===== src/hdl/mem_pkg.sv =====
package mem_pkg;

   // Data path and address width
   localparam int XLEN   = 32;
   localparam int STRB_W = XLEN / 8;

   // Lane sizes inside one word
   localparam int BYTE_W = 8;
   localparam int HALF_W = 16;

   // Byte offset within a word
   localparam int OFFS_W = $clog2(STRB_W);

   // RISC-V funct3 load/store size codes
   typedef enum logic [2:0] {
      MEM_B  = 3'b000,
      MEM_H  = 3'b001,
      MEM_W  = 3'b010,
      MEM_BU = 3'b100,
      MEM_HU = 3'b101
   } mem_size_e;

   // One data word, seen whole, as bytes or as halves
   typedef union packed {
      logic [XLEN-1:0]                    word;
      logic [STRB_W-1:0][BYTE_W-1:0]      bytes;
      logic [XLEN/HALF_W-1:0][HALF_W-1:0] halves;
   } mem_word_u;

endpackage


===== src/hdl/store_aligner.sv =====
`timescale 1ns/1ns

module store_aligner
   import mem_pkg::*;
(
   input  mem_size_e         size_i,
   input  logic [OFFS_W-1:0] offset_i,
   input  logic [XLEN-1:0]   wdata_i,
   output logic [STRB_W-1:0] mask_o,
   output logic [XLEN-1:0]   wdata_o
);

   mem_word_u src_u;
   mem_word_u dst_u;

   assign src_u.word = wdata_i;

   always_comb begin
      dst_u.word = '0;
      mask_o     = '0;
      case (size_i)
         MEM_B, MEM_BU: begin
            // Low byte goes to the addressed lane
            dst_u.bytes[offset_i] = src_u.bytes[0];
            mask_o[offset_i]      = 1'b1;
         end
         MEM_H, MEM_HU: begin
            dst_u.halves[offset_i[1]] = src_u.halves[0];
            if (offset_i[1]) begin
               mask_o = 4'b1100;
            end else begin
               mask_o = 4'b0011;
            end
         end
         default: begin
            // Full word with all lanes written
            dst_u.word = src_u.word;
            mask_o     = '1;
         end
      endcase
   end

   assign wdata_o = dst_u.word;

endmodule


===== src/hdl/load_aligner.sv =====
`timescale 1ns/1ns

module load_aligner
   import mem_pkg::*;
(
   input  logic              clk_i,
   input  logic              rstn_i,
   input  logic              accept_i,
   input  mem_size_e         size_i,
   input  logic [OFFS_W-1:0] offset_i,
   input  logic              word_done_i,
   input  logic [XLEN-1:0]   word_i,
   output logic              done_o,
   output logic [XLEN-1:0]   rdata_o
);

   mem_size_e         size_r;
   logic [OFFS_W-1:0] offset_r;

   mem_word_u         word_u;
   logic [BYTE_W-1:0] sel_byte;
   logic [HALF_W-1:0] sel_half;

   // Requester may move on once the access is taken
   always_ff @(posedge clk_i) begin
      if (accept_i) begin
         size_r   <= size_i;
         offset_r <= offset_i;
      end
   end

   assign word_u.word = word_i;
   assign sel_byte    = word_u.bytes[offset_r];
   assign sel_half    = word_u.halves[offset_r[1]];

   always_comb begin
      case (size_r)
         MEM_B:   rdata_o = {{(XLEN-BYTE_W){sel_byte[BYTE_W-1]}}, sel_byte};
         MEM_H:   rdata_o = {{(XLEN-HALF_W){sel_half[HALF_W-1]}}, sel_half};
         MEM_BU:  rdata_o = {{(XLEN-BYTE_W){1'b0}}, sel_byte};
         MEM_HU:  rdata_o = {{(XLEN-HALF_W){1'b0}}, sel_half};
         default: rdata_o = word_u.word;
      endcase
   end

   // Completion only valid outside reset
   assign done_o = word_done_i & rstn_i;

endmodule


===== src/hdl/bus_unit.sv =====
`timescale 1ns/1ns

module bus_unit
   import mem_pkg::*;
#(
   parameter logic [XLEN-1:0] RAM_BASE = 32'h8000_0000,
   parameter logic [XLEN-1:0] RAM_MASK = 32'h0FFF_FFFF
) (
   input  logic              clk_i,
   input  logic              rstn_i,

   // Requester side
   input  logic              req_valid_i,
   input  logic              req_write_i,
   input  logic [XLEN-1:0]   req_addr_i,
   input  logic [STRB_W-1:0] st_mask_i,
   input  logic [XLEN-1:0]   st_data_i,
   output logic              ready_o,
   output logic              accept_o,
   output logic              done_o,
   output logic [XLEN-1:0]   word_o,

   // L1 request channel
   output logic [XLEN-1:0]   port_req_addr_o,
   output logic              port_req_valid_o,
   output logic              port_req_cacheable_o,
   output logic              port_req_write_o,
   output logic [XLEN-1:0]   port_req_wdata_o,
   output logic [STRB_W-1:0] port_req_mask_o,
   input  logic              port_req_ready_i,

   // L1 read data channel
   input  logic [XLEN-1:0]   port_rdata_i,
   input  logic              port_rvalid_i,
   output logic              port_rready_o
);

   localparam logic [1:0] S_IDLE = 2'd0;
   localparam logic [1:0] S_REQ  = 2'd1;
   localparam logic [1:0] S_WAIT = 2'd2;

   logic [1:0]        state_r;
   logic [1:0]        state_ns;

   logic [XLEN-1:0]   addr_r;
   logic [XLEN-1:0]   addr_ns;
   logic [STRB_W-1:0] mask_r;
   logic [STRB_W-1:0] mask_ns;
   logic [XLEN-1:0]   wdata_r;
   logic [XLEN-1:0]   wdata_ns;

   logic              read_r;
   logic              read_ns;
   logic              write_r;
   logic              write_ns;
   logic              cacheable_r;
   logic              cacheable_ns;

   logic              valid_ns;
   logic              in_window;
   logic              done_c;
   logic [XLEN-1:0]   word_c;

   assign ready_o   = (state_r == S_IDLE);
   assign accept_o  = ready_o && req_valid_i;
   assign in_window = (req_addr_i & ~RAM_MASK) == RAM_BASE;

   always_comb begin
      state_ns     = state_r;
      addr_ns      = addr_r;
      mask_ns      = mask_r;
      wdata_ns     = wdata_r;
      read_ns      = read_r;
      write_ns     = write_r;
      cacheable_ns = cacheable_r;
      valid_ns     = 1'b0;
      done_c       = 1'b0;
      word_c       = '0;

      case (state_r)
         S_IDLE: begin
            write_ns     = 1'b0;
            cacheable_ns = 1'b0;
            if (req_valid_i) begin
               valid_ns     = 1'b1;
               addr_ns      = req_addr_i;
               mask_ns      = st_mask_i;
               wdata_ns     = st_data_i;
               read_ns      = !req_write_i;
               write_ns     = req_write_i;
               cacheable_ns = in_window;
               if (port_req_ready_i) begin
                  // Request goes out in the acceptance cycle
                  state_ns = req_write_i ? S_IDLE : S_WAIT;
                  done_c   = req_write_i;
               end else begin
                  state_ns = S_REQ;
               end
            end
         end
         S_REQ: begin
            valid_ns = 1'b1;
            if (port_req_ready_i) begin
               state_ns = read_r ? S_WAIT : S_IDLE;
               done_c   = !read_r;
            end
         end
         S_WAIT: begin
            write_ns     = 1'b0;
            cacheable_ns = 1'b0;
            if (port_rvalid_i && port_rready_o) begin
               done_c   = 1'b1;
               word_c   = port_rdata_i;
               state_ns = S_IDLE;
            end
         end
         default: begin
            state_ns = S_IDLE;
         end
      endcase
   end

   always_ff @(posedge clk_i) begin
      if (!rstn_i) begin
         state_r     <= S_IDLE;
         read_r      <= 1'b0;
         write_r     <= 1'b0;
         cacheable_r <= 1'b0;
      end else begin
         state_r     <= state_ns;
         read_r      <= read_ns;
         write_r     <= write_ns;
         cacheable_r <= cacheable_ns;
      end
   end

   always_ff @(posedge clk_i) begin
      addr_r  <= addr_ns;
      mask_r  <= mask_ns;
      wdata_r <= wdata_ns;
   end

   // Port sees next-state values so a request can leave on acceptance
   assign port_req_addr_o      = {addr_ns[XLEN-1:OFFS_W], {OFFS_W{1'b0}}};
   assign port_req_valid_o     = valid_ns;
   assign port_req_cacheable_o = cacheable_ns;
   assign port_req_write_o     = write_ns;
   assign port_req_wdata_o     = wdata_ns;
   assign port_req_mask_o      = mask_ns;
   assign port_rready_o        = (state_r == S_WAIT);

   assign done_o = done_c;
   assign word_o = word_c;

endmodule


===== src/hdl/mem_stage.sv =====
`timescale 1ns/1ns

module mem_stage
   import mem_pkg::*;
#(
   parameter logic [XLEN-1:0] RAM_BASE = 32'h8000_0000,
   parameter logic [XLEN-1:0] RAM_MASK = 32'h0FFF_FFFF
) (
   input  logic              clk_i,
   input  logic              rstn_i,

   // Execute stage side
   input  logic              req_valid_i,
   input  logic              req_write_i,
   input  mem_size_e         req_size_i,
   input  logic [XLEN-1:0]   req_addr_i,
   input  logic [XLEN-1:0]   req_wdata_i,
   output logic              ready_o,
   output logic              done_o,
   output logic [XLEN-1:0]   rdata_o,

   // L1 data cache port
   output logic [XLEN-1:0]   port_req_addr_o,
   output logic              port_req_valid_o,
   output logic              port_req_cacheable_o,
   output logic              port_req_write_o,
   output logic [XLEN-1:0]   port_req_wdata_o,
   output logic [STRB_W-1:0] port_req_mask_o,
   input  logic              port_req_ready_i,
   input  logic [XLEN-1:0]   port_rdata_i,
   input  logic              port_rvalid_i,
   output logic              port_rready_o
);

   logic [OFFS_W-1:0] offset;
   logic [STRB_W-1:0] st_mask;
   logic [XLEN-1:0]   st_data;
   logic              accept;
   logic              word_done;
   logic [XLEN-1:0]   word;

   assign offset = req_addr_i[OFFS_W-1:0];

   store_aligner u_store_aligner (
      .size_i   (req_size_i),
      .offset_i (offset),
      .wdata_i  (req_wdata_i),
      .mask_o   (st_mask),
      .wdata_o  (st_data)
   );

   bus_unit #(
      .RAM_BASE (RAM_BASE),
      .RAM_MASK (RAM_MASK)
   ) u_bus_unit (
      .clk_i                (clk_i),
      .rstn_i               (rstn_i),
      .req_valid_i          (req_valid_i),
      .req_write_i          (req_write_i),
      .req_addr_i           (req_addr_i),
      .st_mask_i            (st_mask),
      .st_data_i            (st_data),
      .ready_o              (ready_o),
      .accept_o             (accept),
      .done_o               (word_done),
      .word_o               (word),
      .port_req_addr_o      (port_req_addr_o),
      .port_req_valid_o     (port_req_valid_o),
      .port_req_cacheable_o (port_req_cacheable_o),
      .port_req_write_o     (port_req_write_o),
      .port_req_wdata_o     (port_req_wdata_o),
      .port_req_mask_o      (port_req_mask_o),
      .port_req_ready_i     (port_req_ready_i),
      .port_rdata_i         (port_rdata_i),
      .port_rvalid_i        (port_rvalid_i),
      .port_rready_o        (port_rready_o)
   );

   load_aligner u_load_aligner (
      .clk_i       (clk_i),
      .rstn_i      (rstn_i),
      .accept_i    (accept),
      .size_i      (req_size_i),
      .offset_i    (offset),
      .word_done_i (word_done),
      .word_i      (word),
      .done_o      (done_o),
      .rdata_o     (rdata_o)
   );

endmodule


===== config.mk =====
export PLATFORM = sky130hd
export DESIGN_NAME = mem_stage
export DESIGN_NICKNAME = d
export VERILOG_FILES = /design/src/hdl/mem_pkg.sv /design/src/hdl/store_aligner.sv /design/src/hdl/load_aligner.sv /design/src/hdl/bus_unit.sv /design/src/hdl/mem_stage.sv
export SDC_FILE = /design/constraint.sdc
export NUM_CORES = 1
export LEC_CHECK = 0
export CAP_MARGIN = 10
export CORE_UTILIZATION = 45
export DETAILED_ROUTE_END_ITERATION = 8
export DONT_BUFFER_PORTS = 1
export GPL_TIMING_DRIVEN = 1
export PLACE_DENSITY = 0.71
export SYNTH_ARGS = -nofsm -noshare
export SYNTH_HDL_FRONTEND = slang
export SYNTH_SLANG_ARGS = --single-unit

===== constraint.sdc =====
create_clock -name clk_i -period 4.4 [get_ports clk_i]
set_input_delay 0.88 -clock clk_i [delete_from_list [all_inputs] [get_ports clk_i]]
set_output_delay 0.88 -clock clk_i [all_outputs]
set_load 0.03 [all_outputs]

==> results_dict.tcl, run 1 <==
set metrics [dict create \
    grt_pass1_wl_mm 17.3 \
    die_y_um 97.2 \
    seq_area_um2 1570 \
    postCtsHoldBufs 0 \
    fillers 839 \
    multi_input_area_um2 2170 \
    ios 211 \
    drc 0 \
    start_util_pct 46.5 \
    hold_viol 0 \
    maxCapViolations 0 \
    synth_top_area_share_pct 34.9 \
    clkTransAtPathRegs_ns 0.08 \
    fmax_mhz 283 \
    dp.cells 574 \
    top_usage_layer "met2" \
    ctsResizeCount 0 \
    worstPathRequired_ns 3.52 \
    ys_seq_area_share_pct 38.5 \
    synth_edf_count 5 \
    arrival_ns 2.65 \
    grt_pass1_vias 3410 \
    synthXorXnorAreaFrac_pct 0 \
    synthAdderAreaFrac_pct 0 \
    final_nets 582 \
    cts_tree "built" \
    htree_levels 3 \
    track_usage_pct 22.6 \
    cp-start-kind "flip-flop" \
    antenna_found_initial 0 \
    worstSkewPairLatency_ns 0.34 \
    ys_warn_count 0 \
    cts_setup_buffers 0 \
    syn_avg_cell_area_um2 8.51 \
    fin_crit_sh_pct 80.2 \
    port_buffers 0 \
    ant_nets 0 \
    cts_root_buffer "clkbuf_8" \
    design.core.area_um2 8760 \
    diodes 0 \
    crit_path_max_fanout 26 \
    drt_iter0_drc 210 \
    clkPwrFrac_pct 31.0 \
    internal_power_uw 1230 \
    synth_top_family_by_area "simple AND/OR/NAND/NOR gates" \
    outcome "finished, final reports clean" \
    combPwrFrac_pct 25.4 \
    synth.area.mux_share_pct 1.84 \
    gp_congestion 0.929 \
    ir_drop_mv 0.345 \
    cts_sinks 76 \
    vias 3611 \
    power_uw 1900 \
    synth_top_area_cell "dfxtp_1" \
    async_flop_share_pct 0 \
    setup_tns_ns 0 \
    synth_compound_area_share_pct 24.9 \
    drv_slew 0 \
    seq_power_share_pct 43.6 \
    synth_common_cells "129 x nand2_1, 71 x dfxtp_1, 35 x o21ai_0" \
    relSlewSlack_pct 32.7 \
    worstSetupPathType "flip-flop to output port" \
    ys_top_cells_by_area "dfxtp_1 35%, nand2_1 12%, o21ai_0 4.3%" \
    synth_most_common_cell "nand2_1" \
    hold_class "flip-flop to flip-flop" \
    place_hpwl_mm 8.11 \
    numCtsBuffers 9 \
    synth-simple-area-share_pct 26.2 \
    synthFlopType "dfxtp_1" \
    dr.pass1.iters 5 \
    rsz0062_at_grt "false" \
    synth_cell_types 50 \
    tightest_slew_ns 1.01 \
    grtUsageMet2_pct 38.9 \
    clockBufferDepth 2 \
    yosys_register_bits 76 \
    viasPerCell 6.12 \
    fin_cells 590 \
    routed_wirelength_mm 11.1 \
    synthesis.instances 479 \
    leakagePower_uw 0.00177 \
    crit_path_end_kind "output port" \
    avgRoutedWirePerCell_um 18.8 \
    drive_gt1_share_pct 15.6 \
    pwr_density_cell_nw_per_um2 436 \
    use_met1_pct 26.2 \
    skew_ns 0.00424 \
    fp.dieW_um 97.2 \
    switching_share_pct 35.2 \
    holdWs_ns 0.468 \
    setup_viol 0 \
    grtUsageMet3_pct 8.35 \
    syn_to_final_growth_pct 6.97 \
    grt_max_degree 64 \
    rows 34 \
    post-route-min-period_ns 3.53 \
    power.switching_uw 670 \
    die_area_um2 9450 \
    grt_overflow 0 \
    syn_area_um2 4080 \
]
area by class of cell:
cell class | instances | share of cell area [%]
flip-flops and latches | 76 | 36.0
inverters | 12 | 1.15
clock buffers | 9 | 2.84
multi-input cells | 350 | 49.8
well taps | 108 | 3.10
clock inverters | 7 | 2.29
repair buffers | 28 | 4.82
state kept, by name, summed over array words and instances (netlist names):
name,count
u_load_aligner.offset_r,1
u_bus_unit.mask_r,4
u_bus_unit.cacheable_r,1
u_load_aligner.size_r,3
u_bus_unit.wdata_r,32
u_bus_unit.read_r,1
u_bus_unit.addr_r,31
u_bus_unit.write_r,1
u_bus_unit.state_r,2
power groups by stage:
stage	Combinational, µW	Clock, µW	Sequential (µW)
floorplan	428	0	826
global route	514	632	839
global placement	472	0	841
finish	483	591	830
detailed placement	481	0	845
CTS	482	602	829
path summary, 6_finish.rpt:
path / start / end / slack, ns / cells past startpoint
setup reg to reg: u_bus_unit.state_r[0] / u_bus_unit.wdata_r[9] / 2.12 / 4
hold / removal: u_bus_unit.wdata_r[7] / u_bus_unit.wdata_r[7] / 0.47 / 2
setup / recovery: u_load_aligner.size_r[0] / rdata_o[14] / 0.87 / 3
hold reg to reg: u_bus_unit.wdata_r[7] / u_bus_unit.wdata_r[7] / 0.47 / 2
stage by stage:
| step | util [%] | setup WS [ns] | area [µm²] |
|---|---|---|---|
| 6_report | 49.8 | 0.873 | 4360 |
| 4_1_cts | 49.8 | 0.876 | 4360 |
| 3_3_place_gp | 47.2 | 1.12 | 4140 |
| 5_1_grt | 49.8 | 0.724 | 4360 |
| 2_1_floorplan | - | 1.20 | 4080 |
| 3_5_place_dp | 47.2 | 1.07 | 4140 |
layout by cell type, fill, tap and decap left out, types with 11 or more instances in the layout:
| cell | n |
|---|---|
| nand2_1 | 129 |
| inv_1 | 11 |
| a32oi_1 | 14 |
| nor2_1 | 21 |
| buf_4 | 28 |
| o21ai_0 | 35 |
| a21oi_1 | 12 |
| dfxtp_1 | 71 |
| o211ai_1 | 12 |
metal layers:
| layer | vias to the layer above | share of wire (%) | wire [µm] |
|---|---|---|---|
| li1 | 1706 | - | - |
| met1 | 1677 | 39 | 4300 |
| met2 | 212 | 49 | 5430 |
| met3 | 16 | 11 | 1220 |
| met4 | 0 | 1.5 | 165 |
| met5 | - | 0 | 0 |
critical path: stages, from the launching register on:
cell and delay (ns):
edfxtp_1 0.81, nor2b_1 0.56, a211oi_1 0.15, o21ai_0 0.80
cell families after synthesis:
logic type	Yosys count
AOI/OAI and AO/OA	130
buffers and inverters	54
DFF	76
muxes	4
other	1
and+or+nand+nor	214
Power figures use the tool's default switching activity.
==> run 2, diff against run 1 <==
PLACE_DENSITY = 0.73   (was 0.71)
clock period = 3 ns   (was 4.4 ns; I/O delays follow)
==> run 2 against run 1 <==
Effect of this change:
- worst hold slack got worse by 0.15 ns
- power increased by 48%
- clock power is 41% higher
- die area unchanged
- critical endpoint is now rdata_o[11]
- critical path type unchanged
- highest routed layer unchanged
- first-iteration DRC count is 29% lower
- sequential share of layout area down 2.7 points
- clock skew increased by 0.0047 ns
==> results_dict.tcl, run 2 (same netlist as run 1, synthesis figures left out) <==
set metrics [dict create \
    gp_congestion 0.901 \
    vias 3731 \
    diodes 0 \
    grt_max_degree 75 \
    fillers 837 \
    grt_pass1_wl_mm 18.1 \
    viasPerCell 5.90 \
    hold_viol 0 \
    cts_sinks 76 \
    crit_chain "buf_4, nor2b_1, a211oi_1, o21ai_0, buf_4" \
    worst_path_most_repeated_cell "buf_4" \
    cp-start-kind "flip-flop" \
    leakagePower_uw 0.00200 \
    arrival_ns 2.24 \
    hold_class "primary input to flip-flop" \
    track_usage_pct 23.9 \
    antenna_found_initial 0 \
    fmax_mhz 353 \
    place_area_um2 4470 \
    port_buffers 0 \
    grtUsageMet2_pct 40.7 \
    die_area_um2 9450 \
    use_met1_pct 26.6 \
    maxCapViolations 0 \
    slowest_delay_ns 0.53 \
    final_util_pct 53.7 \
    clockBufferDepth 2 \
    postCtsHoldBufs 0 \
    worstSetupPathType "flip-flop to output port" \
    ant_nets 0 \
    drive_gt1_share_pct 22.5 \
    largest_reg_flops 32 \
    grtUsageMet3_pct 7.84 \
    worstSkewPairLatency_ns 0.35 \
    outcome "finished, final reports clean" \
    place_hpwl_mm 8.64 \
    relSlewSlack_pct 51.8 \
    syn_to_final_growth_pct 15.5 \
    design.core.area_um2 8760 \
    ios 211 \
    drt_iter0_drc 150 \
    setup_tns_ns 0 \
    dr.pass1.iters 4 \
    top_usage_layer "met2" \
    tightest_slew_ns 0.722 \
    crit_path_max_fanout 15 \
    numCtsBuffers 9 \
    avgRoutedWirePerCell_um 18.2 \
    fp.dieW_um 97.2 \
    skew_ns 0.00898 \
    htree_levels 3 \
    grt_overflow 0 \
    ir_drop_mv 0.465 \
    final_cell_mix "128 x nand2_1, 71 x dfxtp_1, 67 x buf_4, 35 x o21ai_0, 21 x nor2_1" \
    regMostFlops "u_bus_unit.wdata_r" \
    setup_viol 0 \
    crit_path_end_kind "output port" \
    cts_tree "built" \
    die_y_um 97.2 \
    worstPathRequired_ns 2.40 \
    drv_slew 0 \
    cp_slowest_cell "edfxtp_1" \
    cts_root_buffer "clkbuf_8" \
    clkTransAtPathRegs_ns 0.09 \
    pwr_density_cell_nw_per_um2 597 \
    fin_crit_sh_pct 94.5 \
    rsz0062_at_grt "false" \
    post-route-min-period_ns 2.84 \
    rows 34 \
    routed_wirelength_mm 11.5 \
    mostFrequentLayoutCell "nand2_1" \
    start_util_pct 46.5 \
    drc 0 \
    grt_pass1_vias 3526 \
    final_area_um2 4710 \
    reg_top3 "u_bus_unit.wdata_r x32, u_bus_unit.addr_r x31, u_bus_unit.mask_r x4" \
    final_nets 624 \
]
-- run 2: cell count changes in the layout (fill, tap and decap cells not counted) --
cell	change
inv_6	+1
inv_8	+1
buf_4	+39
clkinv_2	-1
clkinv_4	-1
buf_12	+3
nand2_1	-1
nand2_2	+1
clkinv_8	+1
bufinv_16	-1
-- run 2: report_power, final --
group	internal, µW	switching, µW
logic	220	552
clock network	406	428
registers	1160	46.6
total	1780	1030
-- run 2: layout make-up --
type | count | area, µm² | area share [%]
inverters | 12 | 50.0 | 1.06
clock buffers | 9 | 124 | 2.63
flip-flops and latches | 76 | 1570 | 33.4
well taps | 108 | 135 | 2.87
multi-input cells | 350 | 2170 | 46.1
clock inverters | 7 | 92.6 | 1.97
repair buffers | 70 | 563 | 12.0
-- run 2: path summary, 6_finish.rpt --
check / end / slack, ns / cells past startpoint / startpoint
max: rdata_o[11] / 0.16 / 5 / u_load_aligner.size_r[0]
max reg2reg: u_bus_unit.wdata_r[31] / 1.00 / 4 / u_bus_unit.state_r[1]
min reg2reg: u_bus_unit.mask_r[0] / 0.48 / 2 / u_bus_unit.mask_r[0]
min: u_bus_unit.state_r[0] / 0.32 / 1 / port_req_ready_i
-- run 2: stage by stage --
stage | instances | power (µW) | hold WS (ns) | worst slack (ns)
after floorplan | 480 | 1840 | 0.478 | 0.225
after global placement | 615 | 1970 | 0.449 | 0.420
after detailed placement | 615 | 1990 | 0.453 | 0.368
after CTS | 631 | 2820 | 0.292 | 0.0978
after global routing | 632 | 2930 | 0.301 | 0.0439
final | 632 | 2810 | 0.316 | 0.165
-- run 2: what timing repair did --
| item | 4_1_cts | 5_1_grt |
|---|---|---|
| setup endpoints to repair | 0 | 10 |
| buffers inserted | 0 | 1 |
| gates resized for setup | 0 | 1 |
-- run 2: worst max-delay path: cells and delay by family (launching register included) --
family / cells / cell delay [ns]
simple gates: 1 / 0.50
flops: 1 / 0.53
compound gates: 2 / 0.39
buf+inv: 2 / 0.47
-- run 2: layer usage --
metal  wire length, µm  up-vias
met2              5680      203
met3              1080       25
met1              4380     1720
met4               355        0
met5                 0        -
li1                  -     1783
==> run 3, diff against run 2 <==
SETUP_SLACK_MARGIN = 0.5   (was not set)
==> run 3 against run 2 <==
Effect of this change:
- sequential power is essentially flat
- fmax rose by 13%
- power rose by 4.9%
- count of clock-buffer cells in the layout unchanged
- final cell count is 2.2% higher
- worst setup slack improved by 0.33 ns
==> results_dict.tcl, run 3 (same netlist as run 1, synthesis figures left out) <==
set metrics [dict create \
    dr.pass1.iters 5 \
    die_area_um2 9450 \
    crit_path_max_fanout 6 \
    fmax_mhz 400 \
    numCtsBuffers 9 \
    viasPerCell 6.17 \
    combPwrFrac_pct 31.4 \
    fin_crit_sh_pct 83.4 \
    ir_drop_mv 0.537 \
    cp-start-kind "flip-flop" \
    pwr_density_cell_nw_per_um2 554 \
    worstSetupPathType "flip-flop to output port" \
    drt_iter0_drc 170 \
    holdWs_ns 0.322 \
    syn_to_final_growth_pct 30.5 \
    track_usage_pct 23.7 \
    slowest_delay_ns 0.50 \
    final_cell_mix "98 x nand2_1, 69 x dfxtp_1, 62 x buf_4, 20 x nor2_1, 20 x o21ai_0" \
    setup_viol 0 \
    reg_top3 "u_bus_unit.wdata_r x32, u_bus_unit.addr_r x31, u_bus_unit.mask_r x4" \
    seq_power_share_pct 40.8 \
    regMostFlops "u_bus_unit.wdata_r" \
    start_util_pct 46.5 \
    ant_nets 0 \
    cp_slowest_cell "edfxtp_1" \
    diodes 0 \
    clockBufferDepth 2 \
    setup_tns_ns 0 \
    cts_tree "built" \
    hold_class "primary input to flip-flop" \
    rows 34 \
    outcome "finished, final reports clean" \
    final_nets 638 \
    grt_pass1_vias 3655 \
    grt_pass1_wl_mm 18.0 \
    worst_path_most_repeated_cell "buf_4" \
    drive_gt1_share_pct 37.9 \
    grt_overflow 0 \
    htree_levels 3 \
    die_y_um 97.2 \
    routed_wirelength_mm 13.0 \
    worstPathRequired_ns 2.40 \
    design.core.area_um2 8760 \
    cts_sinks 76 \
    postCtsHoldBufs 0 \
    place_hpwl_mm 8.50 \
    drc 0 \
    leakagePower_uw 0.00218 \
    clkPwrFrac_pct 27.7 \
    arrival_ns 1.90 \
    rsz0062_at_grt "true" \
    fp.dieW_um 97.2 \
    clkTransAtPathRegs_ns 0.08 \
    drv_slew 0 \
    crit_chain "buf_4, and2b_1, o21ai_0, a32oi_1, buf_4" \
    largest_reg_flops 32 \
    cts_root_buffer "clkbuf_8" \
    switching_share_pct 37.3 \
    cp_top_family "flip-flops" \
    port_buffers 0 \
    crit_path_end_kind "output port" \
    maxCapViolations 0 \
    ios 211 \
    internal_power_uw 1850 \
    relSlewSlack_pct 60.7 \
    mostFrequentLayoutCell "nand2_1" \
    grt_max_degree 52 \
    worstSkewPairLatency_ns 0.34 \
    skew_ns 0.0103 \
    gp_congestion 0.893 \
    avgRoutedWirePerCell_um 20.1 \
    hold_viol 0 \
    post-route-min-period_ns 2.50 \
    power.switching_uw 1100 \
    vias 3986 \
    antenna_found_initial 0 \
    cp.buffers_inverters 2 \
    tightest_slew_ns 0.590 \
]
## run 3: cell types whose count changed in the layout (fill, tap and decap cells not counted), sizes merged
cell / change
buf: +9
clkbuf: +4
clkinvlp: +1
clkinv: -2
inv: +2
## run 3: power by group through the flow
stage / Combinational (µW) / Sequential (µW) / Clock (µW)
after global placement: 720 / 1230 / 0
after CTS: 807 / 1200 / 829
after detailed placement: 735 / 1230 / 0
after global routing: 975 / 1220 / 868
final: 926 / 1200 / 817
after floorplan: 632 / 1210 / 0
## run 3: final cells by class
class,instances,area [µm²]
Inverter,12,57.6
Timing Repair Buffer,83,779
Clock inverter,7,80.1
Tap cell,108,135
Clock buffer,9,124
Multi-Input combinational cell,350,2560
Fill cell,726,3440
Sequential cell,76,1580
Timing Repair inverter,1,8.76
## run 3: worst paths after layout
| kind | slack, ns | to | cells past startpoint | start |
|---|---|---|---|---|
| setup / recovery | 0.50 | rdata_o[6] | 5 | u_load_aligner.size_r[1] |
| hold / removal | 0.32 | u_bus_unit.state_r[0] | 1 | port_req_ready_i |
| setup reg to reg | 1.26 | u_bus_unit.addr_r[20] | 6 | u_bus_unit.state_r[1] |
| hold reg to reg | 0.47 | u_bus_unit.state_r[0] | 1 | u_bus_unit.state_r[1] |
## run 3: per-layer routing
layer	part of all wire, %	global-route usage [%]	vias to the layer above
met3	11	9.14	42
met4	3.7	10.9	0
li1	-	-	1826
met5	0	0	-
met2	50	41.4	244
met1	36	25.1	1874
## run 3: what timing repair did
item	CTS	global route
cloned	0	6
gates resized for setup	54	65
pin swaps	0	11
setup buffers	9	10
setup endpoints to repair	100	73
## run 3: through the flow
stage / setup WS (ns) / area (µm²) / power [µW] / instances / utilization [%]
after detailed placement: 0.252 / 4380 / 1970 / 605 / 50.0
after global placement: 0.277 / 4380 / 1950 / 605 / 50.0
after floorplan: 0.356 / 4090 / 1840 / 480 / -
final: 0.499 / 5320 / 2950 / 646 / 60.7
after global routing: 0.399 / 5320 / 3060 / 646 / 60.7
after CTS: 0.470 / 4830 / 2840 / 630 / 55.1
## run 3: worst reg2reg max path, stage by stage, from the launching register on
cell and delay, ns:
dfxtp_4 0.37, or3b_4 0.40, clkbuf_4 0.19, buf_4 0.15, buf_6 0.14, nand2_1 0.08
nand2_1 0.21
